===== src/delay_calc_pkg.sv =====
package delay_calc_pkg;

  // Memory byte address
  localparam int unsigned AddrWidth = 20;

  // Burst length field holds the number of beats minus one
  localparam int unsigned BurstLenWidth = 3;
  localparam int unsigned MaxBurstLen = 8;

  // Log2 of the bytes carried by one beat
  localparam int unsigned BurstSizeWidth = 2;

  // Low address bits that fall inside one row buffer
  localparam int unsigned RowBufferLenWidth = 8;

  // Rank delay counter, wide enough for the largest beat cost
  localparam int unsigned DelayWidth = 5;

  // Beat costs in cycles
  localparam int unsigned RowHitCost = 4;
  localparam int unsigned ActivationCost = 6;
  localparam int unsigned PrechargeCost = 5;

  // Row buffer outcome of one beat, expanded to cycles by the cost model
  typedef enum logic [1:0] {
    cost_hit    = 2'd0,
    cost_closed = 2'd1,
    cost_miss   = 2'd2
  } cost_e;

endpackage


===== src/burst_slot_table.sv =====
`timescale 1ns/1ps

module burst_slot_table #(
  parameter int unsigned NumSlots = 4,
  parameter type iid_t = logic [2:0],
  parameter bit TracksData = 1'b1
) (
  input  logic clk_i,
  input  logic rst_ni,

  // Burst intake
  input  logic                                      i_valid,
  output logic                                      o_ready,
  input  iid_t                                      i_iid,
  input  logic [delay_calc_pkg::AddrWidth-1:0]      i_addr,
  input  logic [delay_calc_pkg::BurstLenWidth-1:0]  i_len,
  input  logic [delay_calc_pkg::BurstSizeWidth-1:0] i_size,
  input  logic [delay_calc_pkg::BurstLenWidth:0]    i_data_cnt,

  // Data beats arriving after the address
  input  logic i_data_valid,
  output logic o_data_ready,

  // Beat offered to the scheduler
  output logic                                 o_cand_valid,
  output logic [delay_calc_pkg::AddrWidth-1:0] o_cand_addr,

  input  logic i_issue,
  input  logic i_done,

  output logic [2**$bits(iid_t)-1:0] o_release_en,
  input  logic [2**$bits(iid_t)-1:0] i_released_onehot
);

  import delay_calc_pkg::*;

  localparam int unsigned NumIids = 2 ** $bits(iid_t);
  localparam int unsigned SeqWidth = (NumSlots > 1) ? $clog2(NumSlots) : 1;

  logic [NumSlots-1:0]    valid_q;
  logic [NumSlots-1:0]    valid_d;
  logic [SeqWidth-1:0]    seq_q [NumSlots];
  logic [SeqWidth-1:0]    seq_d [NumSlots];
  logic [MaxBurstLen-1:0] present_q [NumSlots];
  logic [MaxBurstLen-1:0] present_d [NumSlots];
  logic [MaxBurstLen-1:0] issued_q [NumSlots];
  logic [MaxBurstLen-1:0] issued_d [NumSlots];
  logic [MaxBurstLen-1:0] done_q [NumSlots];
  logic [MaxBurstLen-1:0] done_d [NumSlots];
  logic [NumIids-1:0]     release_q;
  logic [NumIids-1:0]     release_d;

  // Burst payload, only meaningful while the slot is valid
  iid_t                      iid_q [NumSlots];
  logic [AddrWidth-1:0]      base_q [NumSlots];
  logic [BurstSizeWidth-1:0] size_q [NumSlots];

  logic [NumSlots-1:0]      alloc_oh;
  logic                     accept;
  logic [NumSlots-1:0]      retire;
  logic [NumSlots-1:0]      lacks_data;
  logic [NumSlots-1:0]      data_oh;
  logic                     data_fire;
  logic [MaxBurstLen-1:0]   avail [NumSlots];
  logic [MaxBurstLen-1:0]   beat_oh [NumSlots];
  logic [BurstLenWidth-1:0] beat_idx [NumSlots];
  logic [AddrWidth-1:0]     beat_addr [NumSlots];
  logic [NumSlots-1:0]      has_avail;
  logic [NumSlots-1:0]      cand_oh;

  // Lowest sequence number wins; sequence numbers stay dense from zero
  function automatic logic [NumSlots-1:0] pick_oldest(
      input logic [NumSlots-1:0] mask,
      input logic [SeqWidth-1:0] seq [NumSlots]);
    logic [NumSlots-1:0] pick;
    logic [SeqWidth-1:0] best;
    pick = '0;
    best = '1;
    for (int s = 0; s < NumSlots; s++) begin
      if (mask[s] && (pick == '0 || seq[s] < best)) begin
        pick = '0;
        pick[s] = 1'b1;
        best = seq[s];
      end
    end
    return pick;
  endfunction

  // Lowest free slot takes the next burst
  assign alloc_oh = ~valid_q & (valid_q + 1'b1);
  assign o_ready  = ~&valid_q;
  assign accept   = i_valid && o_ready;

  always_comb begin
    for (int s = 0; s < NumSlots; s++) begin
      retire[s]     = valid_q[s] && &done_q[s];
      lacks_data[s] = valid_q[s] && !(&present_q[s]);
      avail[s]      = valid_q[s] ? (present_q[s] & ~issued_q[s] & ~done_q[s]) : '0;
      has_avail[s]  = |avail[s];
      beat_oh[s]    = avail[s] & (~avail[s] + 1'b1);
      beat_idx[s]   = '0;
      for (int b = MaxBurstLen - 1; b >= 0; b--) begin
        if (avail[s][b]) begin
          beat_idx[s] = BurstLenWidth'(b);
        end
      end
      beat_addr[s] = base_q[s] + (AddrWidth'(beat_idx[s]) << size_q[s]);
    end
  end

  // Write data fills the oldest burst still missing beats
  assign data_oh      = pick_oldest(lacks_data, seq_q);
  assign o_data_ready = |data_oh;
  assign data_fire    = i_data_valid && o_data_ready;

  assign cand_oh      = pick_oldest(has_avail, seq_q);
  assign o_cand_valid = |cand_oh;

  always_comb begin
    o_cand_addr = '0;
    for (int s = 0; s < NumSlots; s++) begin
      if (cand_oh[s]) begin
        o_cand_addr = beat_addr[s];
      end
    end
  end

  always_comb begin
    logic [SeqWidth-1:0] live_cnt;
    live_cnt  = '0;
    release_d = release_q & ~i_released_onehot;
    for (int s = 0; s < NumSlots; s++) begin
      if (valid_q[s] && !retire[s]) begin
        live_cnt = live_cnt + 1'b1;
      end
    end
    for (int s = 0; s < NumSlots; s++) begin
      valid_d[s]   = valid_q[s] && !retire[s];
      seq_d[s]     = seq_q[s];
      present_d[s] = present_q[s];
      issued_d[s]  = issued_q[s];
      done_d[s]    = done_q[s];
      if (retire[s]) begin
        release_d[iid_q[s]] = 1'b1;
      end
      // Close the gap left by a retiring older slot
      for (int j = 0; j < NumSlots; j++) begin
        if (retire[j] && seq_q[j] < seq_q[s]) begin
          seq_d[s] = seq_d[s] - 1'b1;
        end
      end
      if (data_fire && data_oh[s]) begin
        present_d[s] = present_q[s] | (~present_q[s] & (present_q[s] + 1'b1));
      end
      if (i_issue && cand_oh[s]) begin
        issued_d[s] = issued_q[s] | beat_oh[s];
      end
      // Only one beat is in flight on the rank at a time
      if (i_done) begin
        done_d[s] = done_q[s] | (issued_q[s] & ~done_q[s]);
      end
      if (accept && alloc_oh[s]) begin
        valid_d[s]  = 1'b1;
        seq_d[s]    = live_cnt;
        issued_d[s] = '0;
        for (int b = 0; b < MaxBurstLen; b++) begin
          done_d[s][b]    = b > int'(i_len);
          present_d[s][b] = !TracksData || b > int'(i_len) || b < int'(i_data_cnt);
        end
      end
    end
  end

  always_ff @(posedge clk_i or negedge rst_ni) begin
    if (!rst_ni) begin
      valid_q   <= '0;
      release_q <= '0;
      for (int s = 0; s < NumSlots; s++) begin
        seq_q[s]     <= '0;
        present_q[s] <= '0;
        issued_q[s]  <= '0;
        done_q[s]    <= '0;
      end
    end else begin
      valid_q   <= valid_d;
      release_q <= release_d;
      seq_q     <= seq_d;
      present_q <= present_d;
      issued_q  <= issued_d;
      done_q    <= done_d;
    end
  end

  always_ff @(posedge clk_i) begin
    for (int s = 0; s < NumSlots; s++) begin
      if (accept && alloc_oh[s]) begin
        iid_q[s]  <= i_iid;
        base_q[s] <= i_addr;
        size_q[s] <= i_size;
      end
    end
  end

  assign o_release_en = release_q;

endmodule


===== src/delay_calc_top.sv =====
`timescale 1ns/1ps

module delay_calc_top #(
  parameter int unsigned NumWSlots = 4,
  parameter int unsigned NumRSlots = 4,
  parameter int unsigned WIidWidth = 3,
  parameter int unsigned RIidWidth = 3
) (
  input  logic clk_i,
  input  logic rst_ni,

  // Write address
  input  logic                                      i_waddr_valid,
  output logic                                      o_waddr_ready,
  input  logic [WIidWidth-1:0]                      i_waddr_iid,
  input  logic [delay_calc_pkg::AddrWidth-1:0]      i_waddr_addr,
  input  logic [delay_calc_pkg::BurstLenWidth-1:0]  i_waddr_len,
  input  logic [delay_calc_pkg::BurstSizeWidth-1:0] i_waddr_size,
  input  logic [delay_calc_pkg::BurstLenWidth:0]    i_waddr_data_cnt,

  // Write data
  input  logic i_wdata_valid,
  output logic o_wdata_ready,

  // Read address
  input  logic                                      i_raddr_valid,
  output logic                                      o_raddr_ready,
  input  logic [RIidWidth-1:0]                      i_raddr_iid,
  input  logic [delay_calc_pkg::AddrWidth-1:0]      i_raddr_addr,
  input  logic [delay_calc_pkg::BurstLenWidth-1:0]  i_raddr_len,
  input  logic [delay_calc_pkg::BurstSizeWidth-1:0] i_raddr_size,

  // Release enables and feedback from the response banks
  output logic [2**WIidWidth-1:0] o_wresp_release_en,
  output logic [2**RIidWidth-1:0] o_rdata_release_en,
  input  logic [2**WIidWidth-1:0] i_wresp_released_onehot,
  input  logic [2**RIidWidth-1:0] i_rdata_released_onehot,

  // Memory command stream
  output logic                                  o_cmd_valid,
  output logic                                  o_cmd_is_write,
  output logic [delay_calc_pkg::AddrWidth-1:0]  o_cmd_addr,
  output logic [delay_calc_pkg::DelayWidth-1:0] o_cmd_delay
);

  import delay_calc_pkg::*;

  logic                  w_cand_valid;
  logic                  r_cand_valid;
  logic [AddrWidth-1:0]  w_cand_addr;
  logic [AddrWidth-1:0]  r_cand_addr;
  logic [AddrWidth-1:0]  sel_addr;
  logic [DelayWidth-1:0] cost;
  logic                  w_sel;
  logic                  w_issue;
  logic                  r_issue;
  logic                  done;

  burst_slot_table #(
    .NumSlots  (NumWSlots),
    .iid_t     (logic [WIidWidth-1:0]),
    .TracksData(1'b1)
  ) u_w_slots (
    .clk_i            (clk_i),
    .rst_ni           (rst_ni),
    .i_valid          (i_waddr_valid),
    .o_ready          (o_waddr_ready),
    .i_iid            (i_waddr_iid),
    .i_addr           (i_waddr_addr),
    .i_len            (i_waddr_len),
    .i_size           (i_waddr_size),
    .i_data_cnt       (i_waddr_data_cnt),
    .i_data_valid     (i_wdata_valid),
    .o_data_ready     (o_wdata_ready),
    .o_cand_valid     (w_cand_valid),
    .o_cand_addr      (w_cand_addr),
    .i_issue          (w_issue),
    .i_done           (done && w_sel),
    .o_release_en     (o_wresp_release_en),
    .i_released_onehot(i_wresp_released_onehot)
  );

  // Read bursts carry no data on this side
  burst_slot_table #(
    .NumSlots  (NumRSlots),
    .iid_t     (logic [RIidWidth-1:0]),
    .TracksData(1'b0)
  ) u_r_slots (
    .clk_i            (clk_i),
    .rst_ni           (rst_ni),
    .i_valid          (i_raddr_valid),
    .o_ready          (o_raddr_ready),
    .i_iid            (i_raddr_iid),
    .i_addr           (i_raddr_addr),
    .i_len            (i_raddr_len),
    .i_size           (i_raddr_size),
    .i_data_cnt       ('0),
    .i_data_valid     (1'b0),
    .o_data_ready     (),
    .o_cand_valid     (r_cand_valid),
    .o_cand_addr      (r_cand_addr),
    .i_issue          (r_issue),
    .i_done           (done && !w_sel),
    .o_release_en     (o_rdata_release_en),
    .i_released_onehot(i_rdata_released_onehot)
  );

  assign sel_addr = w_sel ? w_cand_addr : r_cand_addr;

  row_cost_model u_row_cost_model (
    .clk_i (clk_i),
    .rst_ni(rst_ni),
    .i_addr(sel_addr),
    .i_open(o_cmd_valid),
    .o_cost(cost)
  );

  rank_scheduler u_rank_scheduler (
    .clk_i         (clk_i),
    .rst_ni        (rst_ni),
    .i_w_cand_valid(w_cand_valid),
    .i_r_cand_valid(r_cand_valid),
    .i_cost        (cost),
    .o_w_sel       (w_sel),
    .o_w_issue     (w_issue),
    .o_r_issue     (r_issue),
    .o_done        (done),
    .o_cmd_delay   (o_cmd_delay)
  );

  assign o_cmd_valid    = w_issue || r_issue;
  assign o_cmd_is_write = w_issue;
  assign o_cmd_addr     = sel_addr;

endmodule


===== src/rank_scheduler.sv =====
`timescale 1ns/1ps

module rank_scheduler (
  input  logic clk_i,
  input  logic rst_ni,

  input  logic                                  i_w_cand_valid,
  input  logic                                  i_r_cand_valid,
  input  logic [delay_calc_pkg::DelayWidth-1:0] i_cost,

  output logic                                  o_w_sel,
  output logic                                  o_w_issue,
  output logic                                  o_r_issue,
  output logic                                  o_done,
  output logic [delay_calc_pkg::DelayWidth-1:0] o_cmd_delay
);

  import delay_calc_pkg::*;

  logic [DelayWidth-1:0] cnt_q;
  logic [DelayWidth-1:0] cnt_d;
  logic                  inflight_w_q;
  logic                  idle;
  logic                  issue;

  assign idle = (cnt_q == '0);

  // Writes go first whenever both directions have a beat ready
  assign o_w_issue = idle && i_w_cand_valid;
  assign o_r_issue = idle && !i_w_cand_valid && i_r_cand_valid;
  assign issue     = o_w_issue || o_r_issue;

  // While busy the select follows the beat in flight so done reaches its table
  assign o_w_sel = idle ? i_w_cand_valid : inflight_w_q;

  // Last cycle of the current beat
  assign o_done = (cnt_q == DelayWidth'(1));

  // Cycles until the rank can take the next command
  assign o_cmd_delay = idle ? i_cost : cnt_q;

  // Loading cost minus one puts the next issue exactly cost cycles later
  always_comb begin
    if (!idle) begin
      cnt_d = cnt_q - 1'b1;
    end else if (issue) begin
      cnt_d = i_cost - 1'b1;
    end else begin
      cnt_d = '0;
    end
  end

  always_ff @(posedge clk_i or negedge rst_ni) begin
    if (!rst_ni) begin
      cnt_q        <= '0;
      inflight_w_q <= 1'b0;
    end else begin
      cnt_q <= cnt_d;
      if (issue) begin
        inflight_w_q <= o_w_issue;
      end
    end
  end

endmodule


===== src/row_cost_model.sv =====
`timescale 1ns/1ps

module row_cost_model (
  input  logic clk_i,
  input  logic rst_ni,

  input  logic [delay_calc_pkg::AddrWidth-1:0]  i_addr,
  input  logic                                  i_open,
  output logic [delay_calc_pkg::DelayWidth-1:0] o_cost
);

  import delay_calc_pkg::*;

  localparam int unsigned RowWidth = AddrWidth - RowBufferLenWidth;

  logic                row_open_q;
  logic [RowWidth-1:0] open_row_q;
  logic [RowWidth-1:0] addr_row;
  cost_e               cost_class;

  assign addr_row = i_addr[AddrWidth-1:RowBufferLenWidth];

  // Classify the beat against the row buffer
  always_comb begin
    if (!row_open_q) begin
      cost_class = cost_closed;
    end else if (addr_row == open_row_q) begin
      cost_class = cost_hit;
    end else begin
      cost_class = cost_miss;
    end
  end

  always_comb begin
    case (cost_class)
      cost_hit:    o_cost = DelayWidth'(RowHitCost);
      cost_closed: o_cost = DelayWidth'(RowHitCost + ActivationCost);
      default:     o_cost = DelayWidth'(RowHitCost + ActivationCost + PrechargeCost);
    endcase
  end

  // Row stays open once any command has been issued
  always_ff @(posedge clk_i or negedge rst_ni) begin
    if (!rst_ni) begin
      row_open_q <= 1'b0;
    end else if (i_open) begin
      row_open_q <= 1'b1;
    end
  end

  always_ff @(posedge clk_i) begin
    if (i_open) begin
      open_row_q <= addr_row;
    end
  end

endmodule


===== config.mk =====
export PLATFORM = sky130hd
export DESIGN_NAME = delay_calc_top
export DESIGN_NICKNAME = d
export VERILOG_FILES = /design/src/delay_calc_pkg.sv /design/src/burst_slot_table.sv /design/src/delay_calc_top.sv /design/src/rank_scheduler.sv /design/src/row_cost_model.sv
export SDC_FILE = /design/constraint.sdc
export NUM_CORES = 1
export LEC_CHECK = 0
export ABC_AREA = 1
export CELL_PAD_IN_SITES_DETAIL_PLACEMENT = 1
export CELL_PAD_IN_SITES_GLOBAL_PLACEMENT = 2
export CORE_ASPECT_RATIO = 0.75
export CORE_MARGIN = 8
export CORE_UTILIZATION = 36
export CTS_BUF_LIST = sky130_fd_sc_hd__clkbuf_8
export CTS_CLUSTER_SIZE = 10
export DETAILED_ROUTE_END_ITERATION = 8
export DONT_BUFFER_PORTS = 1
export GPL_TIMING_DRIVEN = 0
export PLACE_DENSITY = 0.82
export SLEW_MARGIN = 30
export SYNTH_ARGS = -nofsm -noshare
export SYNTH_HDL_FRONTEND = slang
export SYNTH_SLANG_ARGS = --single-unit

===== constraint.sdc =====
create_clock -name clk_i -period 5 [get_ports clk_i]
set_clock_uncertainty 0.2 [all_clocks]
set_input_delay 0 -clock clk_i [delete_from_list [all_inputs] [get_ports clk_i]]
set_output_delay 0 -clock clk_i [all_outputs]
set_load 0.01 [all_outputs]

* After elaboration in Yosys (flattened, before gate mapping)
Memory sizes are Yosys's and may differ from the RTL's.
Cells that the tools add are included.
** Storage, ports and cells
- RAM bits :: 200
- Word-level logic and storage cells :: 801
- Bits in registers :: 223
- Bits of input ports :: 81
- Output and inout bits :: 46
- Memories :: 6
** Memories
- u_r_slots.base_q :: words 4, bits a word 20, rd ports 4, clocked after memory_dff 0, write ports 1, RTL line burst_slot_table.sv:55 : logic [AddrWidth-1:0] base_q [NumSlots];
- u_w_slots.base_q :: words 4, bits a word 20, rd ports 4, clocked after memory_dff 0, write ports 1, RTL line burst_slot_table.sv:55
- u_r_slots.iid_q :: words 4, bits a word 3, rd ports 4, clocked after memory_dff 0, write ports 1, RTL line burst_slot_table.sv:54 : iid_t iid_q [NumSlots];
- u_w_slots.iid_q :: words 4, bits a word 3, rd ports 4, clocked after memory_dff 0, write ports 1, RTL line burst_slot_table.sv:54
- u_r_slots.size_q :: words 4, bits a word 2, rd ports 4, clocked after memory_dff 0, write ports 1, RTL line burst_slot_table.sv:56 : logic [BurstSizeWidth-1:0] size_q [NumSlots];
- u_w_slots.size_q :: words 4, bits a word 2, rd ports 4, clocked after memory_dff 0, write ports 1, RTL line burst_slot_table.sv:56
** Cells by class
- Bitwise gates (word level) :: 100
- Muxes and demuxes :: 299
- Magnitude comparators :: 79
- Add/subtract/negate cells :: 62
- Reductions and logical operators :: 204
- Equality and inequality tests :: 3
- Shift-type cells :: 8
** Operator list (number)
- 8-bit two-way mux :: 56
- 8-bit bitwise AND :: 38
- 20-bit two-way mux :: 15
- 8-bit NOT :: 30
- 8-bit bitwise OR :: 28
- 3-bit two-way mux :: 72
- 2-bit two-way mux :: 83
- 20-bit adder :: 8
- 3-bit by 2-bit << shifter with 20-bit output :: 8
- 20-bit OR reduction :: 6
- 1-bit logical AND :: 97
- 8-bit by 1-bit adder with 8-bit output, second input constant :: 12
- 8-bit AND reduction :: 12
- 2-bit less-than comparator :: 41
- 8-bit OR reduction :: 8
- 2-bit by 1-bit subtractor with 2-bit output, second input constant :: 32
- 1-bit two-way mux :: 56
- 2-bit nonzero test :: 20
- 4-bit zero test :: 9
- 3-bit by 4-bit less-than comparator with 1-bit output, second input constant :: 8
- 1-bit demux with 3-bit select :: 8
- 3-bit by 1-bit greater-or-equal comparator with 1-bit output, second input constant :: 8
- 3-bit > comparator, first input constant :: 8
- 4-bit two-way mux :: 5
- other kinds (25) :: 87

* Longest topological paths before layout
Gate-level depths: netlist of the first run.
- Depth in word-level cells :: 31
- Depth in mapped cells :: 43
- Depth with buffers taken out :: 42

* Modules after synthesis
From an unflattened synthesis of the first run, not the netlist that was laid out.
** Unflattened totals
- Cell total of the unflattened synthesis :: 3571
- Area, all modules :: 28528.6 µm²
** Modules (own cells, without submodules)
- burst_slot_table (u_w_slots) :: instances 1, cells each 1754, sequential area each 5905.7 µm², area each 13787.0 µm²
- burst_slot_table (u_r_slots) :: instances 1, cells each 1595, sequential area each 5905.7 µm², area each 13270.2 µm²
- row_cost_model :: instances 1, cells each 72, sequential area each 385.4 µm², area each 641.9 µm²
- rank_scheduler :: instances 1, cells each 79, sequential area each 150.1 µm², area each 538.0 µm²
- delay_calc_top :: instances 1, cells each 71, sequential area each 0.0 µm², area each 291.5 µm²

* Least setup slack after synthesis of the first run
No wires, ideal clock.
- Kind :: register to register
- From :: register u_r_slots.valid_q[2]
- To :: register u_rank_scheduler.cnt_q[3]
- Slack :: 0.098 ns
- Data required time :: 4.681 ns
- Library setup time :: 0.119 ns
- Cell stages (with the launch flop) :: 35
- Path buffers :: 0
- Clock period less this slack :: 4.902 ns
- Arrival :: 4.583 ns
- Cells stage by stage :: dfrtp_1 > nand2_1 > nor3_1 > nor4_1 > o21ai_0 > a21oi_1 > o21ai_0 > or2_2 > nor2_1 > ha_1 > inv_1 > fa_1 > o31ai_1 > and2_1 > o21a_1 > nor2_1 > nor3_1 > nand3_1 > nor2_1 > nand2_1 > nor3_1 > xor2_1 > inv_1 > nor2_1 > nor2_1 > nand2_1 > nand2_2 > nand2_1 > nand2_1 > nor2_1 > nand3_1 > nor2_1 > nand3_1 > nand2_1 > nand2_1
** On the way
- Longest elaborated chain between the ends :: 22
- Elaborated cells between the ends (all ways) :: 37
- Those cells by class :: add/sub (2); order compare (1); eq/ne (2); shift (1); mux (22); reduce/logical (9)
** Ends and longest elaborated chain
- start, declared :: RTL line burst_slot_table.sv:40 : logic [NumSlots-1:0] valid_q;
- start signal, assigned :: RTL line burst_slot_table.sv:185 : valid_q <= valid_d;
- 8-bit two-way mux (*) :: RTL line burst_slot_table.sv:98 : avail[s] = valid_q[s] ? (present_q[s] & ~issued_q[s] & ~done_q[s]) : '0;
- 3-bit two-way mux (8 in a row) :: RTL line burst_slot_table.sv:103 : if (avail[s][b]) begin
- 3-bit by 2-bit << shifter with 20-bit output :: RTL line burst_slot_table.sv:107 : beat_addr[s] = base_q[s] + (AddrWidth'(beat_idx[s]) << size_q[s]);
- 20-bit adder :: RTL line burst_slot_table.sv:107
- 20-bit two-way mux :: RTL line burst_slot_table.sv:122 : if (cand_oh[s]) begin
- 20-bit two-way mux (*) :: RTL line burst_slot_table.sv:122
- 20-bit two-way mux (*) :: RTL line delay_calc_top.sv:108 : assign sel_addr = w_sel ? w_cand_addr : r_cand_addr;
- via o_cmd_addr, one bit :: RTL line delay_calc_top.sv:42 : output logic [delay_calc_pkg::AddrWidth-1:0] o_cmd_addr,
- 12-bit equality test (*) :: RTL line row_cost_model.sv:27 : end else if (addr_row == open_row_q) begin
- 2-bit two-way mux (*) :: RTL line row_cost_model.sv:27
- 2-bit two-way mux (*) :: RTL line row_cost_model.sv:25 : if (!row_open_q) begin
- 2-bit by 1-bit equality test with 1-bit output / 2-bit zero test (equally long branches) :: RTL line row_cost_model.sv:35 : case (cost_class)
- 4-bit one-hot mux with 2 select lines (*) :: RTL line row_cost_model.sv:35
- 4-bit by 1-bit subtractor with 5-bit output (*) :: RTL line rank_scheduler.sv:47 : cnt_d = i_cost - 1'b1;
- 5-bit two-way mux (*) :: RTL line rank_scheduler.sv:46 : end else if (issue) begin
- 5-bit two-way mux (*) :: RTL line rank_scheduler.sv:44 : if (!idle) begin
- via u_rank_scheduler.cnt_d[3] :: RTL line rank_scheduler.sv:21 : logic [DelayWidth-1:0] cnt_d;
- end signal, assigned :: RTL line rank_scheduler.sv:58 : cnt_q <= cnt_d;
- end, declared :: RTL line rank_scheduler.sv:20 : logic [DelayWidth-1:0] cnt_q;
Mark *: on every way through the listed nets, which the timed path passes. The rest lies on a longest branch.
A chain may end at the register's enable or synchronous reset.

* Final worst setup path of the first run
- From :: register u_w_slots.valid_q[3]
- To :: output port o_cmd_delay[3] (netlist bit)
** On the way
- Longest elaborated chain between the ends :: 19
- Elaborated cells between the ends (all ways) :: 28
- Those cells by class :: add/sub (1); eq/ne (2); shift (1); mux (20); reduce/logical (4)
** Ends and longest elaborated chain
- start, declared :: RTL line burst_slot_table.sv:40
- start signal, assigned :: RTL line burst_slot_table.sv:185
- 8-bit two-way mux (*) :: RTL line burst_slot_table.sv:98
- 3-bit two-way mux (8 in a row) :: RTL line burst_slot_table.sv:103
- 3-bit by 2-bit << shifter with 20-bit output :: RTL line burst_slot_table.sv:107
- 20-bit adder :: RTL line burst_slot_table.sv:107
- 20-bit two-way mux :: RTL line burst_slot_table.sv:122
- 20-bit two-way mux (*) :: RTL line delay_calc_top.sv:108
- via o_cmd_addr, one bit :: RTL line delay_calc_top.sv:42
- 12-bit equality test (*) :: RTL line row_cost_model.sv:27
- 2-bit two-way mux (*) :: RTL line row_cost_model.sv:27
- 2-bit two-way mux (*) :: RTL line row_cost_model.sv:25
- 2-bit by 1-bit equality test with 1-bit output / 2-bit zero test (equally long branches) :: RTL line row_cost_model.sv:35
- 4-bit one-hot mux with 2 select lines (*) :: RTL line row_cost_model.sv:35
- 5-bit two-way mux (*) :: RTL line rank_scheduler.sv:40 : assign o_cmd_delay = idle ? i_cost : cnt_q;
- end, declared :: RTL line delay_calc_top.sv:43 : output logic [delay_calc_pkg::DelayWidth-1:0] o_cmd_delay
Marks and branches as above.

==> summary.txt, run 1 <==
WORST SETUP PATH
-------------------------------------------------------------------------------------
CP dominant cell by count                                                     nand2_2
Delay-heaviest family, CP                                                simple AND/OR/NAND/NOR gates
Maximum single-stage delay on the critical path                               0.39 ns
Highest fanout seen on the critical path                                            4
Kind of end point of the critical path                                    output port
CP max stage cell                                                                fa_2
Element type at the critical path start                                     flip-flop
Worst-case reg-to-reg path depth                                                   39
R2R Path Start                                                           u_w_slots.valid_q[3]
Required time at the worst-slack endpoint                                     4.80 ns
CP Data Arrival Time                                                          5.80 ns
CP startpoint                                                            u_w_slots.valid_q[3]
Buffering stage count on the worst path with inverters included                     4
Worst Path Class, Setup                                                    reg -> out
Worst reg2reg path endpoint                                              u_rank_scheduler.cnt_q[3]
Reg2Reg Setup Slack                                                          -0.42 ns

CELLS AND AREA
-------------------------------------------------------------------------------------
Number of fill cells in the layout                                               8356
Share of the core filled with cells                                             48.5%
Count of nets after finishing                                                    3867
Synthesis-to-layout area growth                                                 33.8%
Filler-free cell count of the finished design                                    4714
Proportion of layout cells with a drive suffix above 1                          23.2%
Sequential cell area in the final layout                                  11600 sq um
Multi-input gate area in the final layout                                 14400 sq um

YOSYS
-------------------------------------------------------------------------------------
Commonest cells in the netlist                                           nand2_1 (676), inv_1 (463), nor2_1 (364)
Primary FF master, synth                                                     edfxtp_1
Yosys top cell by area                                                       edfxtp_1
Number of instances in the synthesized netlist                                   3228
Cell with the most instances after synthesis                                  nand2_1
Number of nets in the synthesized netlist                                        3402
Flop and latch count out of synthesis                                             423
Count of cell types in the netlist                                                 63
Fraction of the yosys area taken by sequential cells                            45.0%
Share of flip-flops with an asynchronous set or reset after synthesis           49.9%
Count of warnings emitted by yosys                                                  0
Synth top area share                                                            24.6%
Summed instance area of the synthesized netlist                           25900 sq um
Leading post-synthesis cells by cell area                                edfxtp_1 (25%), dfrtp_1 (20%), nand2_1 (9.8%)
Number of enable flip-flop cells after synthesis                                  212
Average cell area after synthesis                                          8.02 sq um

FLOORPLANNING
-------------------------------------------------------------------------------------
Number of top-level pins                                                          127
Row cnt                                                                            85
Core box area                                                             71500 sq um
Die Outline Area                                                          80800 sq um
Die boundary height                                                       248 microns
Initial standard-cell utilization of the core                                   36.2%
Die X                                                                     326 microns

CTS
-------------------------------------------------------------------------------------
Worst skew pair latency                                                       0.72 ns
Largest buffer count on any clock path                                              3
Total clock buffers created by CTS                                                 78
Root buf cell                                                                clkbuf_8
CTS tree                                                                          yes
Count of clock tree sinks                                                         423
Clock-pin slew of the registers on the worst-case setup and hold paths        0.07 ns
H-tree levels                                                                       3

DETAILED ROUTING
-------------------------------------------------------------------------------------
Total routed wirelength                                                  101000 microns
Number of vias after detailed routing                                           25.5k
DR WL/cell                                                               21.5 microns
Violation count after the first detailed-routing iteration                       1866
ANT nets after route                                                                0
Initial DRT Pass Iterations                                                         5
Remaining DRCs                                                                      0
Routed via count divided by cell count                                           5.42

FLOW RUN
-------------------------------------------------------------------------------------
Number of max-capacitance violations reported                                       0

GRT
-------------------------------------------------------------------------------------
Overflow left after global routing                                                  0
Number of global-route vias before repair                                       26.6k
Maximum number of pins on one net before global-route repair                      212
Gr usage total                                                                  23.6%
Antenna violations before repair                                                    1
Wire length of the first global-routing pass                             152000 microns

MIN PATH
-------------------------------------------------------------------------------------
Worst hold endpoint                                                      u_r_slots.done_q[17]
HP Start                                                                 i_raddr_len[0]
Type of the tightest min-delay check                                        in -> reg
Hold Crit Depth                                                                     4

PWR
-------------------------------------------------------------------------------------
Clock network fraction of total power                                           17.2%
Leakage                                                                       15.2 nW
Combinational power share                                                       59.2%
Switching power                                                               10.2 mW
Power share of the sequential group                                             23.5%
Sw Ratio                                                                        49.9%
P_int                                                                         10.2 mW
Worst ir drop on vdd                                                         0.521 mV
Power per cell area                                                       589 nW/um^2

STA
-------------------------------------------------------------------------------------
Final-report hold violation count                                                   0
Worst relative slew slack                                                       34.2%
Slew at the pin with the worst max-slew slack                                0.981 ns
Post-Route Setup TNS                                                         -5.76 ns
Time the final worst path needs with I/O delays and setup                     6.00 ns
Highest clock rate                                                          0.167 GHz
Part of the cycle the worst path needs                                           120%
Final-report setup violation count                                                 16
Setup slack of the critical path after layout                               -0.999 ns
Max-slew violation total from the final report                                      0
Unrepaired setup endpoints after global routing                                   yes

PLACEMENT
-------------------------------------------------------------------------------------
Port bufs                                                                           0
Pre-CTS setup slack                                                          -1.26 ns
Detailed placer's ending HPWL                                            69700 microns
# placed instances                                                               4193
Routability Congestion                                                          0.887

OUTCOME
-------------------------------------------------------------------------------------
Failing checks                                                           setup timing
Result of the run                                                        finished with violations

==> layout by cell type (no fill, tap or decap), types with 46 or more instances in the layout <==
master,instances
nor2_2,52
ha_1,71
a21oi_1,107
nand2_2,97
nand2_1,567
nor2_1,281
inv_1,462
xor2_1,85
buf_4,192
nand4_1,59
dlygate4sd3_1,155
dfrtp_1,209
o21ai_0,145
nand3_1,166
clkbuf_8,86
edfxtp_1,212
nor3_1,46
==> routing by layer <==
layer,part of all wire [%],up-vias,GRT usage (%)
met4,2.3,0,5.70
met5,0,-,0
met3,5.4,176,4.16
met1,45,12800,31.9
li1,-,11800,-
met2,47,731,39.5
==> power by group through the flow <==
| stage | clock network, mW | logic (mW) | registers (mW) |
|---|---|---|---|
| floorplan | 0 | 5.73 | 4.63 |
| global placement | 0 | 8.35 | 4.77 |
| detailed placement | 0 | 8.69 | 4.80 |
| CTS | 3.57 | 10.6 | 4.78 |
| global route | 3.75 | 13.0 | 4.86 |
| finish | 3.51 | 12.1 | 4.80 |
==> area by class of cell <==
cell class / count / area share (%)
tap: 957 / 3.46
multi-input combinational: 2269 / 41.7
clock buffer: 86 / 3.42
timing repair buffer: 384 / 10.3
timing repair inverter: 1 / 0.0217
clock inverter: 57 / 1.12
buffer: 51 / 1.02
inverter: 485 / 5.35
antenna: 1 / 0.00723
sequential: 423 / 33.6
==> registers in the layout, summed over array words and instances (netlist names), 5 cells and up <==
| register | flops |
|---|---|
| u_r_slots.base_q | 80 |
| u_r_slots.done_q | 32 |
| u_r_slots.iid_q | 12 |
| u_r_slots.issued_q | 32 |
| u_r_slots.o_release_en | 8 |
| u_r_slots.seq_q | 8 |
| u_r_slots.size_q | 8 |
| u_rank_scheduler.cnt_q | 5 |
| u_row_cost_model.open_row_q | 12 |
| u_w_slots.base_q | 80 |
| u_w_slots.done_q | 32 |
| u_w_slots.iid_q | 12 |
| u_w_slots.issued_q | 32 |
| u_w_slots.o_release_en | 8 |
| u_w_slots.present_q | 32 |
| u_w_slots.seq_q | 8 |
| u_w_slots.size_q | 8 |
==> worst min-delay path: stages <==
cell,delay [ns]
dlygate4sd3_1,0.56
inv_1,0.12
a21oi_1,0.19
a311oi_1,0.07
==> cell families (layout without fill, tap and decap cells) <==
| family | count (synthesis) | count (layout) | synth area share, % |
|---|---|---|---|
| buf+inv | 536 | 1064 | 8.08 |
| compound gates | 561 | 561 | 13.0 |
| other cells | 0 | 1 | 0 |
| simple gates | 1503 | 1503 | 25.4 |
| xor+xnor | 112 | 112 | 3.79 |
| flops | 423 | 423 | 45.0 |
| fa+ha+maj | 93 | 93 | 4.73 |
==> per-stage QoR <==
stage	hold slack (ns)	cell area [sq um]	power (mW)
finish	0.0720	34600	20.4
global route	0.0684	34600	21.6
detailed placement	-0.486	27300	13.5
floorplan	-0.496	25900	10.4
CTS	0.0104	32800	18.9
global placement	-0.488	27100	13.1
==> worst max-delay path by stage <==
stage | endpoint | slack, ns | depth (start not counted)
after floorplan | u_rank_scheduler.cnt_q[3] | 0.1 | 34
final | o_cmd_delay[3] | -1.0 | 38
after global routing | o_cmd_delay[3] | -1.38 | 39
after detailed placement | u_rank_scheduler.cnt_q[3] | -1.26 | 36
after global placement | u_rank_scheduler.cnt_q[3] | -1.0 | 34
after CTS | o_cmd_delay[3] | -0.93 | 34
==> what timing repair did <==
item	CTS	global route
setup endpoints to repair	141	106
hold buffers	158	0
buffers inserted	122	106
pin swaps	135	200
endpoints found under the hold margin	604	0
cloned	1	0
resized for setup	362	296
(Power assumes the default switching activity.)
==> run 2: changes to the inputs <==
--- a/config.mk
+++ b/config.mk
@@ -16,7 +16,7 @@
 export DETAILED_ROUTE_END_ITERATION = 8
 export DONT_BUFFER_PORTS = 1
 export GPL_TIMING_DRIVEN = 0
-export PLACE_DENSITY = 0.82
+export PLACE_DENSITY = 0.79
 export SLEW_MARGIN = 30
 export SYNTH_ARGS = -nofsm -noshare
 export SYNTH_HDL_FRONTEND = slang
==> run 2 against run 1 <==
  * The run still ends with setup timing left
  * Routed wire length is 1.7% higher
  * Final area is 0.10% lower
  * Largest power group unchanged
  * Non-clock buffer count decreased by 13
  * Power rose by 0.26%
  * Global-route usage up 0.48 points
  * Final cell count shrank 0.30%
  * Via count is 1.1% lower
  * Maximum frequency rose by 3.6%
==> summary.txt, run 2 (same netlist as run 1, synthesis figures left out) <==
STA
-------------------------------------------------------------------------------------
Final-report hold violation count                                                   0
Slew at the pin with the worst max-slew slack                                0.857 ns
Post-Route Setup TNS                                                         -3.47 ns
Time the final worst path needs with I/O delays and setup                     5.79 ns
Part of the cycle the worst path needs                                           116%
Max-slew violation total from the final report                                      0
Worst relative slew slack                                                       41.4%
Setup slack of the critical path after layout                               -0.790 ns
Final-report setup violation count                                                 12
Unrepaired setup endpoints after global routing                                   yes
Highest clock rate                                                          0.173 GHz

FLOORPLANNING
-------------------------------------------------------------------------------------
Die Outline Area                                                          80800 sq um
Number of top-level pins                                                          127
Die X                                                                     326 microns
Row cnt                                                                            85
Die boundary height                                                       248 microns
Core box area                                                             71500 sq um
Initial standard-cell utilization of the core                                   36.2%

PLACEMENT
-------------------------------------------------------------------------------------
Routability Congestion                                                          0.883
Port bufs                                                                           0
Detailed placer's ending HPWL                                            69900 microns

CTS
-------------------------------------------------------------------------------------
Clock-pin slew of the registers on the worst-case setup and hold paths        0.06 ns
Root buf cell                                                                clkbuf_8
Total clock buffers created by CTS                                                 80
Largest buffer count on any clock path                                              3
Count of clock tree sinks                                                         423
H-tree levels                                                                       3
Worst skew pair latency                                                       0.71 ns
CTS tree                                                                          yes

CELLS AND AREA
-------------------------------------------------------------------------------------
Proportion of layout cells with a drive suffix above 1                          23.1%
Share of the core filled with cells                                             48.4%
Number of fill cells in the layout                                               8353
Sequential cell area in the final layout                                  11600 sq um
Most common library cell in the layout ignoring fill and taps                 nand2_1
Synthesis-to-layout area growth                                                 33.6%
Most frequent cells in the layout                                        nand2_1 (576), inv_1 (456), nor2_1 (271), edfxtp_1 (212), dfrtp_1 (209)
Biggest registers after layout                                           u_r_slots.base_q (80), u_w_slots.base_q (80)
Count of nets after finishing                                                    3858
Multi-input gate area in the final layout                                 14500 sq um

PWR
-------------------------------------------------------------------------------------
P_int                                                                         10.2 mW
Clock network fraction of total power                                           17.2%
Power per cell area                                                       591 nW/um^2
Sw Ratio                                                                        50.2%
Worst ir drop on vdd                                                         0.442 mV
Switching power                                                               10.3 mW
Power share of the sequential group                                             23.5%
Combinational power share                                                       59.3%
Leakage                                                                       15.1 nW

GRT
-------------------------------------------------------------------------------------
Maximum number of pins on one net before global-route repair                      114
Wire length of the first global-routing pass                             155000 microns
Gr usage total                                                                  24.1%
Antenna violations before repair                                                    3
Overflow left after global routing                                                  0
Number of global-route vias before repair                                       26.6k

DETAILED ROUTING
-------------------------------------------------------------------------------------
Total routed wirelength                                                  103000 microns
Remaining DRCs                                                                      0
Routed via count divided by cell count                                           5.37
Violation count after the first detailed-routing iteration                       1782
DR WL/cell                                                               21.9 microns
Number of vias after detailed routing                                           25.3k
ANT nets after route                                                                0
Initial DRT Pass Iterations                                                         7

WORST SETUP PATH
-------------------------------------------------------------------------------------
Maximum single-stage delay on the critical path                               0.39 ns
CP Data Arrival Time                                                          5.59 ns
Highest fanout seen on the critical path                                            6
CP max stage cell                                                             dfrtp_1
Worst Path Class, Setup                                                    reg -> out
Kind of end point of the critical path                                    output port
Required time at the worst-slack endpoint                                     4.80 ns
Element type at the critical path start                                     flip-flop

OUTCOME
-------------------------------------------------------------------------------------
Result of the run                                                        finished with violations
Failing checks                                                           setup timing

MIN PATH
-------------------------------------------------------------------------------------
Type of the tightest min-delay check                                        in -> reg

FLOW RUN
-------------------------------------------------------------------------------------
Number of max-capacitance violations reported                                       0

[run 2: changes by cell type in the layout (fill, tap and decap cells not counted), sizes merged]
cell and change:
buf -12, clkinv -8, clkbuf +5, diode +2, inv -2, bufinv -1
nand2 +1, nand3b +1
[run 2: cell type report]
type | instances | area share (%)
clock inverter | 46 | 0.879
multi-input combinational | 2271 | 41.9
antenna | 3 | 0.0217
inverter | 485 | 5.38
timing repair buffer | 371 | 9.98
tap | 957 | 3.46
buffer | 51 | 1.07
timing repair inverter | 1 | 0.0145
sequential | 423 | 33.7
clock buffer | 92 | 3.66
[run 2: path summary, 6_finish.rpt]
kind	from	endpoint	slack, ns	depth (start not counted)
setup reg to reg	u_w_slots.valid_q[1]	u_rank_scheduler.cnt_q[3]	-0.29	37
setup / recovery	u_w_slots.valid_q[1]	o_cmd_delay[1]	-0.79	36
max in group asynchronous	rst_ni	u_w_slots.done_q[6]	3.41	4
hold reg to reg	u_r_slots.issued_q[19]	u_r_slots.issued_q[19]	0.30	1
min in group asynchronous	rst_ni	u_w_slots.present_q[13]	0.26	3
hold / removal	i_raddr_len[0]	u_r_slots.done_q[17]	0.09	4
[run 2: metal layers]
layer	vias to the layer above	GRT usage (%)	routed length (microns)
li1	11800	-	-
met1	12600	32.4	46000
met2	650	40.1	48400
met3	216	3.70	5230
met4	0	7.46	3480
met5	-	0	0
[run 2: worst max-delay path, delay by kind of cell, from the launching register on]
kind                     cells  cell delay, ns
adder cells (fa/ha/maj)      1            0.35
AND/OR/NAND/NOR             27            3.28
AO/OA/AOI/OAI                3            0.24
buffers and inverters        5            0.62
flip-flops                   1            0.39
[run 2: stage by stage]
step                cells  setup WS, ns  area (sq um)  hold WS [ns]  power, mW
global placement     4185         -1.23         27100        -0.481       13.2
finish               4700        -0.790         34600        0.0928       20.4
detailed placement   4192         -1.40         27300        -0.482       13.5
CTS                  4609        -0.820         32600        0.0461       18.5
global route         4700         -1.14         34600        0.0821       21.6
floorplan            3228        0.0977         25900        -0.496       10.4
[run 2: power groups by stage]
stage / clock network, mW / logic (mW) / registers [mW]
2_1_floorplan: 0 / 5.73 / 4.63
3_3_place_gp: 0 / 8.45 / 4.76
3_5_place_dp: 0 / 8.72 / 4.79
4_1_cts: 3.61 / 10.2 / 4.76
5_1_grt: 3.75 / 13.0 / 4.86
6_report: 3.53 / 12.1 / 4.80
[run 2: what timing repair did]
action                                  CTS  global route
resized for setup                       316           347
cloned                                    1             2
hold endpoints to repair                606             0
hold buffers                            157             0
endpoints found under the setup margin  148           123
pin swaps                               131           178
buffers inserted                        125            96
==> run 3: changes to the inputs <==
==> constraint.sdc (replaced) <==
create_clock -name clk_i -period 5.22 [get_ports clk_i]
set_clock_uncertainty 0.2 [all_clocks]
set_input_delay 0 -clock clk_i [delete_from_list [all_inputs] [get_ports clk_i]]
set_output_delay 0 -clock clk_i [all_outputs]
set_load 0.01 [all_outputs]
==> run 3 against run 2 <==
  * First-iteration DRC count is 4.6% lower
  * Non-clock buffer count is 29 lower
  * Clock-buffer cell count stayed put
  * Combinational power is 15% lower
  * Global-route usage hardly changed
  * Hold slack worse by 0.0017 ns
  * Largest power group unchanged
  * Die area stayed put
  * Largest cell class unchanged
  * The flow still finishes with violations (setup timing)
  * Clock power is 5% lower
  * Sequential power is 4.4% lower
  * Routed wire length is 2.0% lower
  * Power is 11% lower
==> summary.txt, run 3 (same netlist as run 1, synthesis figures left out) <==
FLOW RUN
-------------------------------------------------------------------------------------
Number of max-capacitance violations reported                                       0

PWR
-------------------------------------------------------------------------------------
Sw Ratio                                                                        50.2%
Worst ir drop on vdd                                                         0.375 mV
Combinational power share                                                       56.5%
Power per cell area                                                       543 nW/um^2
P_int                                                                         9.10 mW
Switching power                                                               9.19 mW
Final total power                                                             18.3 mW
Power share of the sequential group                                             25.1%
Clock network fraction of total power                                           18.4%
Leakage                                                                       14.8 nW

PLACEMENT
-------------------------------------------------------------------------------------
Port bufs                                                                           0
# placed instances                                                               4192
Pre-CTS setup slack                                                          -1.18 ns
Detailed placer's ending HPWL                                            69900 microns
Area after DPL                                                            27300 sq um
Routability Congestion                                                          0.883

DETAILED ROUTING
-------------------------------------------------------------------------------------
ANT nets after route                                                                0
Violation count after the first detailed-routing iteration                       1700
Routed via count divided by cell count                                           5.36
Total routed wirelength                                                  101000 microns
Initial DRT Pass Iterations                                                         7
DR WL/cell                                                               21.6 microns
Number of vias after detailed routing                                           25.0k
Remaining DRCs                                                                      0

CELLS AND AREA
-------------------------------------------------------------------------------------
Most frequent cells in the layout                                        nand2_1 (603), inv_1 (465), nor2_1 (285), edfxtp_1 (212), dfrtp_1 (210)
Share of the core filled with cells                                             47.1%
Synthesis-to-layout area growth                                                 29.9%
Filler-free cell count of the finished design                                    4670
Count of nets after finishing                                                    3828
Biggest registers after layout                                           u_r_slots.base_q (80), u_w_slots.base_q (80)
Post-Layout Inst Area                                                     33600 sq um
Most common library cell in the layout ignoring fill and taps                 nand2_1
Number of fill cells in the layout                                               8429
Proportion of layout cells with a drive suffix above 1                          20.4%

GRT
-------------------------------------------------------------------------------------
Gr usage total                                                                  24.1%
Wire length of the first global-routing pass                             154000 microns
Overflow left after global routing                                                  0
Maximum number of pins on one net before global-route repair                      114
Antenna violations before repair                                                    2
Number of global-route vias before repair                                       26.6k

FLOORPLANNING
-------------------------------------------------------------------------------------
Die boundary height                                                       248 microns
Die X                                                                     326 microns
Initial standard-cell utilization of the core                                   36.2%
Core box area                                                             71500 sq um
Number of top-level pins                                                          127
Row cnt                                                                            85
Die Outline Area                                                          80800 sq um

STA
-------------------------------------------------------------------------------------
Slew at the pin with the worst max-slew slack                                0.922 ns
Final-report setup violation count                                                  7
Highest clock rate                                                          0.175 GHz
Setup slack of the critical path after layout                               -0.493 ns
Post-Route Setup TNS                                                         -2.08 ns
Max-slew violation total from the final report                                      0
Part of the cycle the worst path needs                                           109%
Final worst hold slack                                                      0.0912 ns
Time the final worst path needs with I/O delays and setup                     5.71 ns
Final-report hold violation count                                                   0
Worst relative slew slack                                                       38.0%
Unrepaired setup endpoints after global routing                                   yes

CTS
-------------------------------------------------------------------------------------
Clock-pin slew of the registers on the worst-case setup and hold paths        0.06 ns
Largest buffer count on any clock path                                              3
CTS tree                                                                          yes
H-tree levels                                                                       3
Root buf cell                                                                clkbuf_8
Count of clock tree sinks                                                         423
Total clock buffers created by CTS                                                 80
Worst skew pair latency                                                       0.70 ns

WORST SETUP PATH
-------------------------------------------------------------------------------------
Highest fanout seen on the critical path                                            8
Required time at the worst-slack endpoint                                     5.02 ns
CP dominant cell by count                                                     nand2_4
Worst Path Class, Setup                                                    reg -> out
CP Data Arrival Time                                                          5.51 ns
Maximum single-stage delay on the critical path                               0.39 ns
Element type at the critical path start                                     flip-flop
CP max stage cell                                                                fa_2
Kind of end point of the critical path                                    output port

MIN PATH
-------------------------------------------------------------------------------------
Type of the tightest min-delay check                                        in -> reg

OUTCOME
-------------------------------------------------------------------------------------
Result of the run                                                        finished with violations
Failing checks                                                           setup timing

run 3: cell count changes in the layout (fill, tap and decap cells not counted), moves of 10 or more:
cell     delta
nand2_1    +27
buf_6      -26
nand2_4    -17
nor2_1     +14
nor2_4     -10
run 3: area by class of cell:
type                    instances  area [sq um]  share of cell area [%]
multi-input cells            2270         13900                    41.3
flip-flops and latches        423         11600                    34.6
repair buffers                342          3150                    9.36
inverters                     485          1850                    5.49
clock buffers                  92          1270                    3.76
well taps                     957          1200                    3.56
plain buffers                  51           333                   0.989
clock inverters                46           304                   0.904
diodes                          3          7.51                  0.0223
repair inverters                1          5.00                  0.0149
run 3: power groups by stage:
stage | clock network [mW] | logic, mW | registers [mW]
finish | 3.37 | 10.3 | 4.59
global placement | 0 | 8.09 | 4.56
global route | 3.59 | 11.2 | 4.65
detailed placement | 0 | 8.35 | 4.59
floorplan | 0 | 5.49 | 4.44
CTS | 3.46 | 9.57 | 4.56
run 3: worst max-delay path, delay by kind of cell (launching register included):
family	cells	cell delay, ns
simple gates	24	2.72
compound gates	6	0.76
fa+ha+maj	2	0.54
flops	1	0.34
buf+inv	3	0.31
xor+xnor	1	0.17
run 3: timing repair:
item / 4_1_cts / 5_1_grt
hold endpoints to repair: 606 / 0
gates resized for setup: 271 / 215
pin swaps: 123 / 153
buffers inserted: 114 / 67
cloned: 0 / 2
hold buffers: 160 / 0
endpoints found under the setup margin: 56 / 80
run 3: layer usage:
layer	up-vias	wire (microns)	global-route usage (%)
li1	11700	-	-
met1	12500	45400	32.6
met2	630	47500	40.1
met3	189	5150	3.20
met4	0	3040	7.45
met5	-	0	0
run 3: final timing paths:
kind                                            startpoint                        end  slack [ns]  depth (start not counted)
worst max register to register        u_r_slots.valid_q[0]  u_rank_scheduler.cnt_q[3]        0.02                         37
max in group asynchronous                           rst_ni  u_rank_scheduler.cnt_q[0]        3.62                          4
worst max-delay path                  u_r_slots.valid_q[0]             o_cmd_delay[1]       -0.49                         36
worst min register to register      u_r_slots.issued_q[16]     u_r_slots.issued_q[16]        0.30                          1
min in group asynchronous                           rst_ni    u_w_slots.present_q[13]        0.28                          3
worst min-delay path            i_wresp_released_onehot[4]  u_w_slots.o_release_en[4]        0.09                          6
